**config.mk**
```make
export PLATFORM = sky130hd
export DESIGN_NAME = pool_accel_top
export DESIGN_NICKNAME = d
export VERILOG_FILES = /design/src/logic/host_pkg.sv /design/src/logic/pool_pkg.sv /design/src/logic/window_if.sv /design/src/logic/sync_fifo.sv /design/src/logic/ctrl_regs.sv /design/src/logic/window_gather.sv /design/src/logic/pool_conv_unit.sv /design/src/logic/pipe_throttle.sv /design/src/logic/pool_accel_top.sv
export SDC_FILE = /design/constraint.sdc
export NUM_CORES = 2
export LEC_CHECK = 0
export BUFFER_PORTS_ARGS = -buffer_cell sky130_fd_sc_hd__buf_4
export CAP_MARGIN = 10
export CORE_ASPECT_RATIO = 1.1
export CORE_MARGIN = 4
export CORE_UTILIZATION = 60
export CTS_CLUSTER_SIZE = 30
export DETAILED_ROUTE_END_ITERATION = 8
export GPL_TIMING_DRIVEN = 1
export PLACE_DENSITY_LB_ADDON = 0.05
export SETUP_SLACK_MARGIN = 0.02
export SLEW_MARGIN = 20
export SYNTH_ARGS = -nofsm -noshare
export SYNTH_HDL_FRONTEND = slang
export SYNTH_SLANG_ARGS = --single-unit
```
**constraint.sdc**
```tcl
create_clock -name okClk -period 15.95 [get_ports okClk]
set_clock_uncertainty 0.1 [all_clocks]
set_input_delay 3.9875 -clock okClk [delete_from_list [all_inputs] [get_ports okClk]]
set_output_delay 3.9875 -clock okClk [all_outputs]
set_load 0.05 [all_outputs]
```
**src/logic/host_pkg.sv**
```systemverilog
package host_pkg;

	// ------------------------------------------------------------------
	// Host pipe word
	// ------------------------------------------------------------------

	typedef logic [31:0] word_t;

	// FIFO and block sizing, in pipe words
	localparam int FIFO_DEPTH_DEF  = 64;
	localparam int BLOCK_WORDS_DEF = 8;
	localparam int HEADROOM_DEF    = 4;   // Slack for count update latency

	// ------------------------------------------------------------------
	// Register map
	// ------------------------------------------------------------------

	localparam logic [1:0] ADDR_CTRL = 2'd0;   // Enables, clear, mode
	localparam logic [1:0] ADDR_COEF = 2'd1;   // Weight high, bias low

	// Control word bit positions
	localparam int CTRL_READS_EN  = 0;
	localparam int CTRL_WRITES_EN = 1;
	localparam int CTRL_CLEAR     = 2;   // Pulse only
	localparam int CTRL_MODE      = 3;

endpackage

```
**src/logic/pool_pkg.sv**
```systemverilog
package pool_pkg;

	// ------------------------------------------------------------------
	// Fixed point types
	// ------------------------------------------------------------------

	typedef logic signed [15:0] pixel_t;    // Q8.8, also the result
	typedef logic signed [15:0] weight_t;   // Q8.8
	typedef logic signed [15:0] bias_t;

	typedef enum logic {
		MODE_MAXPOOL = 1'b0,
		MODE_CONV1X1 = 1'b1
	} mode_t;

	// 3x3 window is the largest one
	localparam int WIN_MAX = 9;

	typedef pixel_t [WIN_MAX-1:0] window_t;

	// Engine configuration as held by the register block
	typedef struct packed {
		logic    reads_en;
		logic    writes_en;
		mode_t   mode;
		weight_t weight;
		bias_t   bias;
	} cfg_t;

endpackage

```
**src/logic/window_if.sv**
```systemverilog
`timescale 1ns/1ps

interface window_if;

	logic              req;   // Window offered
	pool_pkg::window_t win;
	logic [3:0]        len;   // 9 or 1 pixels
	logic              ack;   // Result taken

	modport gather (
		output req, win, len,
		input  ack
	);

	modport compute (
		input  req, win, len,
		output ack
	);

endinterface

```
**src/logic/sync_fifo.sv**
```systemverilog
`timescale 1ns/1ps

module sync_fifo #(
	parameter type T          = logic [31:0],
	parameter int  FIFO_DEPTH = 64
) (
	input  logic                            okClk,
	input  logic                            reset,
	input  logic                            clear,
	input  logic                            wr_en,
	input  T                                wr_data,
	input  logic                            rd_en,
	output T                                rd_data,
	output logic                            full,
	output logic                            empty,
	output logic [$clog2(FIFO_DEPTH+1)-1:0] count
);

	localparam int PTR_W = (FIFO_DEPTH > 1) ? $clog2(FIFO_DEPTH) : 1;
	localparam int CNT_W = $clog2(FIFO_DEPTH + 1);

	T                 mem [FIFO_DEPTH];
	logic [PTR_W-1:0] wr_ptr;
	logic [PTR_W-1:0] rd_ptr;
	logic             do_push;
	logic             do_pop;

	function automatic logic [PTR_W-1:0] ptr_inc(input logic [PTR_W-1:0] p);
		if (p == PTR_W'(FIFO_DEPTH - 1))
			return '0;
		return p + 1'b1;
	endfunction

	assign do_push = wr_en && !full;   // Push into full is dropped
	assign do_pop  = rd_en && !empty;
	assign full    = (count == CNT_W'(FIFO_DEPTH));
	assign empty   = (count == '0);
	assign rd_data = mem[rd_ptr];      // Head shown ahead of the pop

	always_ff @(posedge okClk) begin
		if (do_push)
			mem[wr_ptr] <= wr_data;
	end

	always_ff @(posedge okClk) begin
		if (reset || clear) begin
			wr_ptr <= '0;
			rd_ptr <= '0;
			count  <= '0;
		end else begin
			if (do_push)
				wr_ptr <= ptr_inc(wr_ptr);
			if (do_pop)
				rd_ptr <= ptr_inc(rd_ptr);
			if (do_push && !do_pop)
				count <= count + 1'b1;
			else if (do_pop && !do_push)
				count <= count - 1'b1;
		end
	end

endmodule

```
**src/logic/ctrl_regs.sv**
```systemverilog
`timescale 1ns/1ps

module ctrl_regs (
	input  logic            okClk,
	input  logic            reset,
	input  logic            ctrl_wr,
	input  logic [1:0]      ctrl_addr,
	input  host_pkg::word_t ctrl_wdata,
	output pool_pkg::cfg_t  cfg,
	output logic            clear
);

	logic ctrl_sel;
	logic coef_sel;

	// Address decode
	assign ctrl_sel = ctrl_wr && (ctrl_addr == host_pkg::ADDR_CTRL);
	assign coef_sel = ctrl_wr && (ctrl_addr == host_pkg::ADDR_COEF);

	always_ff @(posedge okClk) begin
		if (reset) begin
			cfg   <= '0;   // Reads and writes off, max pooling
			clear <= 1'b0;
		end else begin
			// One cycle pulse, the bit itself is never held
			clear <= ctrl_sel && ctrl_wdata[host_pkg::CTRL_CLEAR];

			if (ctrl_sel) begin
				cfg.reads_en  <= ctrl_wdata[host_pkg::CTRL_READS_EN];
				cfg.writes_en <= ctrl_wdata[host_pkg::CTRL_WRITES_EN];
				cfg.mode      <= pool_pkg::mode_t'(ctrl_wdata[host_pkg::CTRL_MODE]);
			end

			// Weight in the upper half, bias in the lower
			if (coef_sel) begin
				cfg.weight <= ctrl_wdata[31:16];
				cfg.bias   <= ctrl_wdata[15:0];
			end
		end
	end

endmodule

```
**src/logic/window_gather.sv**
```systemverilog
`timescale 1ns/1ps

module window_gather (
	input  logic            okClk,
	input  logic            reset,
	input  logic            clear,
	input  pool_pkg::cfg_t  cfg,
	input  logic            in_empty,
	input  host_pkg::word_t in_data,
	output logic            in_pop,
	window_if.gather        win
);

	pool_pkg::window_t win_r;
	logic [3:0]        cnt;          // Pixels taken so far
	logic [3:0]        len_r;
	logic [3:0]        target_len;
	logic [3:0]        cur_len;
	logic              req_r;

	// Length comes from the mode when the first pixel arrives
	assign target_len = (cfg.mode == pool_pkg::MODE_CONV1X1) ? 4'd1 : 4'(pool_pkg::WIN_MAX);
	assign cur_len    = (cnt == 4'd0) ? target_len : len_r;

	// Hold off until the previous window has been fully released
	assign in_pop = cfg.reads_en && !in_empty && !req_r && !win.ack;

	// ------------------------------------------------------------------
	// Pixel shift register
	// ------------------------------------------------------------------

	always_ff @(posedge okClk) begin
		if (in_pop)
			win_r <= {win_r[pool_pkg::WIN_MAX-2:0], pool_pkg::pixel_t'(in_data[15:0])};
	end

	// ------------------------------------------------------------------
	// Counter and request side of the handshake
	// ------------------------------------------------------------------

	always_ff @(posedge okClk) begin
		if (reset || clear) begin
			cnt   <= '0;
			len_r <= 4'(pool_pkg::WIN_MAX);
			req_r <= 1'b0;
		end else begin
			if (in_pop) begin
				if (cnt == 4'd0)
					len_r <= target_len;
				if (cnt == cur_len - 4'd1) begin
					cnt   <= '0;
					req_r <= 1'b1;   // Window complete
				end else begin
					cnt <= cnt + 4'd1;
				end
			end

			if (req_r && win.ack)
				req_r <= 1'b0;
		end
	end

	assign win.req = req_r;
	assign win.win = win_r;
	assign win.len = len_r;

endmodule

```
**src/logic/pool_conv_unit.sv**
```systemverilog
`timescale 1ns/1ps

module pool_conv_unit (
	input  logic             okClk,
	input  logic             reset,
	input  logic             clear,
	input  pool_pkg::cfg_t   cfg,
	window_if.compute        win,
	input  logic             out_full,
	output logic             out_push,
	output pool_pkg::pixel_t out_data
);

	logic               ack_r;
	logic               fire;
	pool_pkg::pixel_t   max_l1 [4];
	pool_pkg::pixel_t   max_l2 [2];
	pool_pkg::pixel_t   max_l3;
	pool_pkg::pixel_t   max_res;
	logic signed [31:0] product;
	logic signed [31:0] scaled;
	pool_pkg::pixel_t   conv_res;

	function automatic pool_pkg::pixel_t max2(input pool_pkg::pixel_t a,
	                                          input pool_pkg::pixel_t b);
		return (a > b) ? a : b;   // Signed compare
	endfunction

	// ------------------------------------------------------------------
	// 3x3 max pooling, comparison tree
	// ------------------------------------------------------------------

	always_comb begin
		for (int i = 0; i < 4; i++)
			max_l1[i] = max2(win.win[2*i], win.win[2*i+1]);
	end

	assign max_l2[0] = max2(max_l1[0], max_l1[1]);
	assign max_l2[1] = max2(max_l1[2], max_l1[3]);
	assign max_l3    = max2(max_l2[0], max_l2[1]);
	assign max_res   = max2(max_l3, win.win[pool_pkg::WIN_MAX-1]);   // Odd pixel joins last

	// ------------------------------------------------------------------
	// 1x1 convolution
	// ------------------------------------------------------------------

	assign product  = win.win[0] * cfg.weight;   // Q16.16
	assign scaled   = product >>> 8;
	assign conv_res = scaled[15:0] + cfg.bias;   // Wraps at 16 bits

	assign out_data = (win.len == 4'd1) ? conv_res : max_res;

	// ------------------------------------------------------------------
	// Compute side of the handshake
	// ------------------------------------------------------------------

	// Waits with ack low while writes are off or the output is full
	assign fire     = win.req && !ack_r && cfg.writes_en && !out_full;
	assign out_push = fire;

	always_ff @(posedge okClk) begin
		if (reset || clear) begin
			ack_r <= 1'b0;
		end else begin
			if (fire)
				ack_r <= 1'b1;
			else if (!win.req)
				ack_r <= 1'b0;   // Request withdrawn
		end
	end

	assign win.ack = ack_r;

endmodule

```
**src/logic/pipe_throttle.sv**
```systemverilog
`timescale 1ns/1ps

module pipe_throttle #(
	parameter int FIFO_DEPTH  = 64,
	parameter int BLOCK_WORDS = 8,
	parameter int HEADROOM    = 4
) (
	input  logic                            okClk,
	input  logic                            reset,
	input  logic [$clog2(FIFO_DEPTH+1)-1:0] in_count,
	input  logic [$clog2(FIFO_DEPTH+1)-1:0] out_count,
	input  logic                            in_full,
	input  logic                            in_empty,
	input  logic                            out_full,
	input  logic                            out_empty,
	input  pool_pkg::cfg_t                  cfg,
	input  logic                            busy,
	output logic                            pipe_in_ready,
	output logic                            pipe_out_ready,
	output logic [7:0]                      led
);

	localparam int CNT_W = $clog2(FIFO_DEPTH + 1);

	// Room for a full block plus slack
	localparam logic [CNT_W-1:0] IN_LIMIT  = CNT_W'(FIFO_DEPTH - HEADROOM - BLOCK_WORDS);
	localparam logic [CNT_W-1:0] OUT_BLOCK = CNT_W'(BLOCK_WORDS);

	always_ff @(posedge okClk) begin
		if (reset) begin
			pipe_in_ready  <= 1'b0;
			pipe_out_ready <= 1'b0;
		end else begin
			pipe_in_ready  <= (in_count <= IN_LIMIT);
			pipe_out_ready <= (out_count >= OUT_BLOCK);   // Whole block waiting
		end
	end

	// Status LEDs, active high
	assign led = {in_full, in_empty, out_full, out_empty,
	              cfg.writes_en, cfg.reads_en, cfg.mode, busy};

endmodule

```
**src/logic/pool_accel_top.sv**
```systemverilog
`timescale 1ns/1ps

module pool_accel_top #(
	parameter int FIFO_DEPTH  = host_pkg::FIFO_DEPTH_DEF,
	parameter int BLOCK_WORDS = host_pkg::BLOCK_WORDS_DEF,
	parameter int HEADROOM    = host_pkg::HEADROOM_DEF
) (
	input  logic            okClk,
	input  logic            reset,
	// Register write
	input  logic            ctrl_wr,
	input  logic [1:0]      ctrl_addr,
	input  host_pkg::word_t ctrl_wdata,
	// Pipe in
	input  logic            pipe_in_write,
	input  host_pkg::word_t pipe_in_data,
	output logic            pipe_in_ready,
	// Pipe out
	input  logic            pipe_out_read,
	output host_pkg::word_t pipe_out_data,
	output logic            pipe_out_ready,
	output logic [7:0]      led
);

	localparam int CNT_W = $clog2(FIFO_DEPTH + 1);

	pool_pkg::cfg_t   cfg;
	logic             clear;
	logic             in_pop;
	host_pkg::word_t  in_data;
	logic             in_full;
	logic             in_empty;
	logic [CNT_W-1:0] in_count;
	logic             out_push;
	pool_pkg::pixel_t out_data;
	pool_pkg::pixel_t out_head;
	logic             out_full;
	logic             out_empty;
	logic [CNT_W-1:0] out_count;

	window_if win_bus ();

	// ------------------------------------------------------------------
	// Control registers
	// ------------------------------------------------------------------

	ctrl_regs u_ctrl_regs (
		.okClk      (okClk),
		.reset      (reset),
		.ctrl_wr    (ctrl_wr),
		.ctrl_addr  (ctrl_addr),
		.ctrl_wdata (ctrl_wdata),
		.cfg        (cfg),
		.clear      (clear)
	);

	// ------------------------------------------------------------------
	// Pipe FIFOs and compute path
	// ------------------------------------------------------------------

	sync_fifo #(.T(host_pkg::word_t), .FIFO_DEPTH(FIFO_DEPTH)) u_in_fifo (
		.okClk (okClk), .reset (reset), .clear (clear),
		.wr_en (pipe_in_write), .wr_data (pipe_in_data),
		.rd_en (in_pop), .rd_data (in_data),
		.full (in_full), .empty (in_empty), .count (in_count)
	);

	window_gather u_window_gather (
		.okClk (okClk), .reset (reset), .clear (clear), .cfg (cfg),
		.in_empty (in_empty), .in_data (in_data), .in_pop (in_pop),
		.win (win_bus.gather)
	);

	pool_conv_unit u_pool_conv_unit (
		.okClk (okClk), .reset (reset), .clear (clear), .cfg (cfg),
		.win (win_bus.compute),
		.out_full (out_full), .out_push (out_push), .out_data (out_data)
	);

	sync_fifo #(.T(pool_pkg::pixel_t), .FIFO_DEPTH(FIFO_DEPTH)) u_out_fifo (
		.okClk (okClk), .reset (reset), .clear (clear),
		.wr_en (out_push), .wr_data (out_data),
		.rd_en (pipe_out_read), .rd_data (out_head),
		.full (out_full), .empty (out_empty), .count (out_count)
	);

	assign pipe_out_data = {16'h0000, out_head};   // Result in the low half

	pipe_throttle #(
		.FIFO_DEPTH (FIFO_DEPTH), .BLOCK_WORDS (BLOCK_WORDS), .HEADROOM (HEADROOM)
	) u_pipe_throttle (
		.okClk (okClk), .reset (reset),
		.in_count (in_count), .out_count (out_count),
		.in_full (in_full), .in_empty (in_empty),
		.out_full (out_full), .out_empty (out_empty),
		.cfg (cfg), .busy (win_bus.req),
		.pipe_in_ready (pipe_in_ready), .pipe_out_ready (pipe_out_ready), .led (led)
	);

endmodule

```
* Word level (Yosys, flattened, before mapping)
Memory sizes are Yosys's and may differ from the RTL's. A register that Yosys moved wholly into a read port is not among the register bits.
Cells that the tools add are included.
** Storage, ports and cells
- Register bits :: 214
- Bits in writable memories :: 3072
- Output and inout bits :: 42
- Memories :: 2
** Cells by class
- $add $sub $neg :: 11
- Multiply operators :: 1
- Order comparisons :: 10
- Equality and inequality tests :: 10
- Mux-type cells :: 44
- Reduce and logical (&&, ||, !) cells :: 37
** Memory list
- u_in_fifo.mem :: depth 64, width 32, rd ports 1, clocked after Yosys merged registers in 1, write ports 1, line sync_fifo.sv:22 : T mem [FIFO_DEPTH];
- u_out_fifo.mem :: depth 64, width 16, rd ports 1, clocked after Yosys merged registers in 1, write ports 1, line sync_fifo.sv:22
** Operator list (count)
- two-way mux 16 bit :: 9
- > comparator 16 bit :: 8
- two-way mux 6 bit :: 10
- two-way mux 7 bit :: 4
- adder 6 x 1 -> 6 bit, second input constant :: 4
- equality test 6 bit, second input constant :: 4
- multiplier 16 x 16 -> 24 bit :: 1
- logical AND 1 bit :: 18
- two-way mux 1 bit :: 18
- adder 16 bit :: 1
- adder 7 x 1 -> 7 bit, second input constant :: 2
- equality test 7 bit, second input constant :: 2
- logical NOT 7 bit :: 2
- subtractor 7 x 1 -> 7 bit, second input constant :: 2
- two-way mux 4 bit :: 3
- logical NOT 1 bit :: 10
- >= comparator 7 x 4 -> 1 bit, second input constant :: 1
- <= comparator 7 x 6 -> 1 bit, second input constant :: 1
- adder 4 x 1 -> 4 bit, second input constant :: 1
- equality test 4 x 1 -> 1 bit, second input constant :: 1
- equality test 4 bit :: 1
- logical NOT 4 bit :: 1
- nonzero test 2 bit :: 2
- subtractor 4 x 1 -> 4 bit, second input constant :: 1
- 6 further kinds :: 6

* Logic depth before layout (Yosys ltp)
- Depth in word-level cells :: 9
- Depth in mapped cells :: 50
- Gate-level depth less buffers :: 44

* Hierarchy
From an unflattened synthesis, not the netlist that was laid out.
** Second synthesis, totals
- Cells, all modules :: 7363
- Area total of the unflattened synthesis :: 139538.8 um^2
** Modules (own cells, without submodules)
- sync_fifo at u_in_fifo :: times used 1, cells each 3430, area each 78962.0 um^2, seq. area each 61999.5 um^2
- sync_fifo at u_out_fifo :: times used 1, cells each 1883, area each 40598.9 um^2, seq. area each 31250.0 um^2
- pool_conv_unit :: times used 1, cells each 1666, area each 13297.8 um^2, seq. area each 20.0 um^2
- window_gather :: times used 1, cells each 198, area each 4837.1 um^2, seq. area each 4504.3 um^2
- ctrl_regs :: times used 1, cells each 153, area each 1585.3 um^2, seq. area each 720.7 um^2
- pipe_throttle :: times used 1, cells each 16, area each 133.9 um^2, seq. area each 40.0 um^2
- pool_accel_top :: times used 1, cells each 17, area each 123.9 um^2, seq. area each 0.0 um^2

* Least setup slack after synthesis
OpenSTA, ideal clock, no wires.
- Path type :: reg2reg
- Start point :: register u_window_gather.win_r (netlist bit u_window_gather.win.win[15]) (read register of u_in_fifo.mem)
- End point :: memory u_out_fifo.mem[0][0] (netlist bit) (data pin)
- Setup time :: 719 ps
- Data arrival time :: 11773 ps
- Setup slack :: 3358 ps
- Cell stages (with the launch flop) :: 45
- Path buffers :: 5
- Period minus slack after synthesis :: 12592 ps
- Path through :: edfxtp_1 ha_1 nand4_1 or4_1 a21oi_1 nor4_1 o21ai_1 buf_2 mux2i_1 inv_1 ha_1 a21o_1 a21o_1 a221o_1 a21oi_1 nand2_1 o31ai_1 a32o_1 (+9 left out) nand2b_1 a2111oi_0 a21boi_0 a41oi_1 clkbuf_1 mux2_2 ha_1 o21a_1 o21a_1 o21ai_0 nand2b_1 a21oi_1 o21ai_0 mux2_2 clkbuf_1 nand2_1 a21oi_1 o31ai_1
** Between the ends
- Cells in the longest elaborated chain, start to end :: 9
** RTL lines
- start, declared :: line window_gather.sv:14 : pool_pkg::window_t win_r;
- > comparator 16 bit :: line pool_conv_unit.sv:26 : return (a > b) ? a : b;
- two-way mux 16 bit * :: line pool_conv_unit.sv:26
- > comparator 16 bit :: line pool_conv_unit.sv:26
- two-way mux 16 bit * :: line pool_conv_unit.sv:26
- > comparator 16 bit :: line pool_conv_unit.sv:26
- two-way mux 16 bit * :: line pool_conv_unit.sv:26
- > comparator 16 bit :: line pool_conv_unit.sv:26
- two-way mux 16 bit * :: line pool_conv_unit.sv:26
- two-way mux 16 bit * :: line pool_conv_unit.sv:51 : assign out_data = (win.len == 4'd1) ? conv_res : max_res;
- named net out_data[0] :: line pool_accel_top.sv:35 : pool_pkg::pixel_t out_data;
- end, declared :: line sync_fifo.sv:22
The timed path passes the listed nets; every way through them passes the cells marked *.

* Worst setup path after layout
- Start point :: register u_window_gather.win_r (netlist bit u_window_gather.win.win[15]) (read register of u_in_fifo.mem)
- End point :: memory u_out_fifo.mem[45][1] (netlist bit) (data pin)
The elaborated chain is that of the path after synthesis.

==> results.txt <==
Commonest cells after routing, fill and taps aside: 2192 x edfxtp_1, 672 x mux4_2, 347 x inv_1, 283 x nand2_1, 258 x buf_4
Setup TNS: 0 ps
GRT Total Usage: 26.4%
Status: finished, final reports clean
Die Wd: 397 um
Hold Buf Count CTS: 0
Post-CTS Resized: 0
Worst VDD drop: 0.409 mV
Pin count of the biggest net entering global routing: 126
Met1 WL: 93.0 mm
First-pass GRT wire length: 334 mm
Area post-placement: 0.104 mm^2
Reg power frac: 48.5%
Synth Register Bits: 2284
CP delay by family, top: compound AO/OA/AOI/OAI gates
Slew HR: 24.1%
Via density per instance: 6.25
H-tree Lvls: 4
Main synth FF type: edfxtp_1
YS warnings: 0
Die area: 0.173 mm^2
Max Root-Sink Buffers: 3
Mapped Area: 0.0996 mm^2
HPWL Detailed: 136 mm
Sw Pwr: 4.79 mW
Share of async-settable or async-resettable flops after synthesis: 0%
Syn Inst Count: 5343
Post-synthesis cell type count: 89
Top cell type's share of synthesized area: 66.1%
Vias in the first global route: 50600
Crit Path Max Fanout: 64
Fmax achieved: 73.6 MHz
Gr ovfl total: 0
Cell taking the most area after synthesis: edfxtp_1
Routed Antenna Nets: 0
Slowest cell on the critical path: a32o_1
RSZ-0062 raised after global routing: no
Hold path start: u_window_gather.win.win[122]$_DFFE_PP_
Buffers & Inverters on Critical Path: 4
Final setup fails: 0
Fin. Hold Viols: 0
WP data arrival: 14010 ps
Root buf cell: clkbuf_16
Num CTS Buffers: 217
I/O pin cnt: 113
Port bufs: 80
Routed WL per cell: 28.0 um
Internal Power: 12.0 mW
Area contributors post-synth: edfxtp_1 66%, mux4_2 15%, fa_1 3.8%, ha_1 2.9%, dfxtp_1 1.8%
Clk pwr share: 29.3%
Sinks on Clock Net: 2284
Most used cell, CP: ha_1
Max-cap violations: 0
Register area: 0.0677 mm^2
Critical Path Start: u_window_gather.win.win[15]$_DFFE_PP_
Period utilisation layout: 85.1%
Post-synthesis sequential area ratio: 67.9%
Nets@finish: 6056
Antenna violations before repair: 11
Fin crit period: 13580 ps
Highest metal layer with signal wires: met5
# DRC: 0
Hold crit path type: flip-flop to flip-flop
GP Congestion: 0.883
CP endpoint kind: flip-flop
Multi-input logic area: 0.0298 mm^2
Tightest Pin Transition: 1130 ps
Die Span Y: 435 um
Site row count: 156
Clk slew on worst S/H paths: 60 ps
Layout cell share with drive strength beyond 1: 23.2%
Core region area: 0.165 mm^2
Worst Setup Start Kind: flip-flop
Drt total wl: 223 mm
P_leak: 36.0 nW
Max stage delay on crit path: 820 ps
Worst EP required: 16380 ps
Post-CTS Setup Inserts: 0
Starting Density: 60.5%
Most common cell after layout, fill and taps aside: edfxtp_1
Post-route cell area: 0.110 mm^2
Total power per unit cell area: 152 mW/mm^2
CP Class: flip-flop to flip-flop
Wire length on met2: 109 mm
CTS tree: built
Metal3 WL: 15.9 mm
EDFF count, synth: 2192
Filler cells: 11000
1st-iter DRT viols: 5345
Via Count: 49800
Comb pwr share: 22.2%
Pre-CTS setup slack: 2500 ps
First-pass iteration count of the detailed router: 5
Final worst slack: 2370 ps
Synth Area per Inst: 18.6 um^2
Switching Share: 28.6%
Reg-to-Reg Start: u_window_gather.win.win[15]$_DFFE_PP_
Slew Viols, Final: 0
P&R area growth vs syn: 10.8%
Worst skew pair latency: 860 ps
-- power by group through the flow --
| stage | sequential (mW) | combinational, mW | clock [mW] |
|---|---|---|---|
| floorplan | 8.27 | 2.41 | 0 |
| global placement | 8.25 | 3.62 | 0 |
| detailed placement | 8.26 | 3.75 | 0 |
| CTS | 8.13 | 3.77 | 5.00 |
| global route | 8.15 | 4.09 | 5.27 |
| finish | 8.13 | 3.72 | 4.91 |
-- sequential cells by signal (all words and copies together) (netlist names), named ones only --
signal                          flops
u_in_fifo.mem                    1024
u_out_fifo.mem                   1024
u_window_gather.win.win           144
u_ctrl_regs.cfg                    35
u_in_fifo.count                     7
u_out_fifo.count                    7
u_in_fifo.rd_ptr                    6
u_in_fifo.wr_ptr                    6
u_out_fifo.rd_ptr                   6
u_out_fifo.wr_ptr                   6
u_window_gather.cnt                 4
u_window_gather.win.len             4
u_ctrl_regs.clear                   1
u_pipe_throttle.pipe_in_ready       1
u_pipe_throttle.pipe_out_ready      1
u_pool_conv_unit.win.ack            1
u_window_gather.win.req             1
-- synth_stat cells, drive strengths merged (7+ instances only) --
| cell type | n |
|---|---|
| nand2 | 284 |
| dfxtp | 92 |
| mux2 | 19 |
| a211oi | 13 |
| mux4 | 672 |
| xor2 | 29 |
| or3 | 8 |
| a21oi | 133 |
| o31ai | 8 |
| nor3 | 23 |
| ha | 229 |
| xnor2 | 56 |
| a31oi | 10 |
| o22ai | 8 |
| fa | 189 |
| clkbuf | 172 |
| nor2 | 262 |
| mux2i | 52 |
| a21o | 29 |
| nand3 | 44 |
| nor2b | 22 |
| edfxtp | 2192 |
| nand4 | 28 |
| o21ai | 71 |
| and3 | 8 |
| nand2b | 15 |
| and2 | 103 |
| nand3b | 13 |
| buf | 100 |
| o21a | 13 |
| o211ai | 7 |
| o211a | 8 |
| inv | 348 |
-- metal layers --
| layer | vias to the layer above | track usage [%] |
|---|---|---|
| met1 | 26300 | 39.6 |
| li1 | 21400 | - |
| met5 | - | 0 |
| met3 | 305 | 3.82 |
| met2 | 1856 | 41.9 |
| met4 | 2 | 6.50 |
-- path summary, 6_finish.rpt --
kind / endpoint / slack (ps) / depth (start not counted)
worst max-delay path: u_out_fifo.mem[45][1]$_DFFE_PP_ / 2370 / 39
worst min-delay path: u_window_gather.win.win[138]$_DFFE_PP_ / 350 / 0
worst max register to register: u_out_fifo.mem[45][1]$_DFFE_PP_ / 2370 / 39
worst min register to register: u_window_gather.win.win[138]$_DFFE_PP_ / 350 / 0
-- cell type report --
cell class | count | share of cell area (%)
Sequential cell | 2284 | 61.3
Antenna cell | 1 | 0.00227
Tap cell | 2212 | 2.51
Clock buffer | 295 | 5.33
Inverter | 348 | 1.19
Clock inverter | 113 | 0.835
Multi-Input combinational cell | 2454 | 27.0
Timing Repair Buffer | 262 | 1.82
-- stage by stage --
stage | hold WS [ps] | cells | utilization, % | power, mW
3_3_place_gp | 331 | 7559 | 62.8 | 11.9
4_1_cts | 351 | 7967 | 67.0 | 16.9
2_1_floorplan | 326 | 5358 | - | 10.7
3_5_place_dp | 332 | 7559 | 62.8 | 12.0
6_report | 348 | 7969 | 67.0 | 16.8
5_1_grt | 361 | 7968 | 67.0 | 17.5
-- cells by family (layout without fill, tap and decap cells) --
| group | count (synthesis) | after routing | synth area share [%] |
|---|---|---|---|
| flip-flops | 2284 | 2284 | 67.9 |
| AND/OR/NAND/NOR | 842 | 842 | 3.93 |
| multiplexers | 743 | 743 | 15.9 |
| buffers and inverters | 620 | 1018 | 2.47 |
| adder cells (fa/ha/maj) | 419 | 419 | 6.69 |
| AO/OA/AOI/OAI | 349 | 349 | 2.31 |
| XOR/XNOR | 85 | 85 | 0.747 |
| other | 1 | 17 | 0.00376 |
Power figures use the tool's default switching activity.
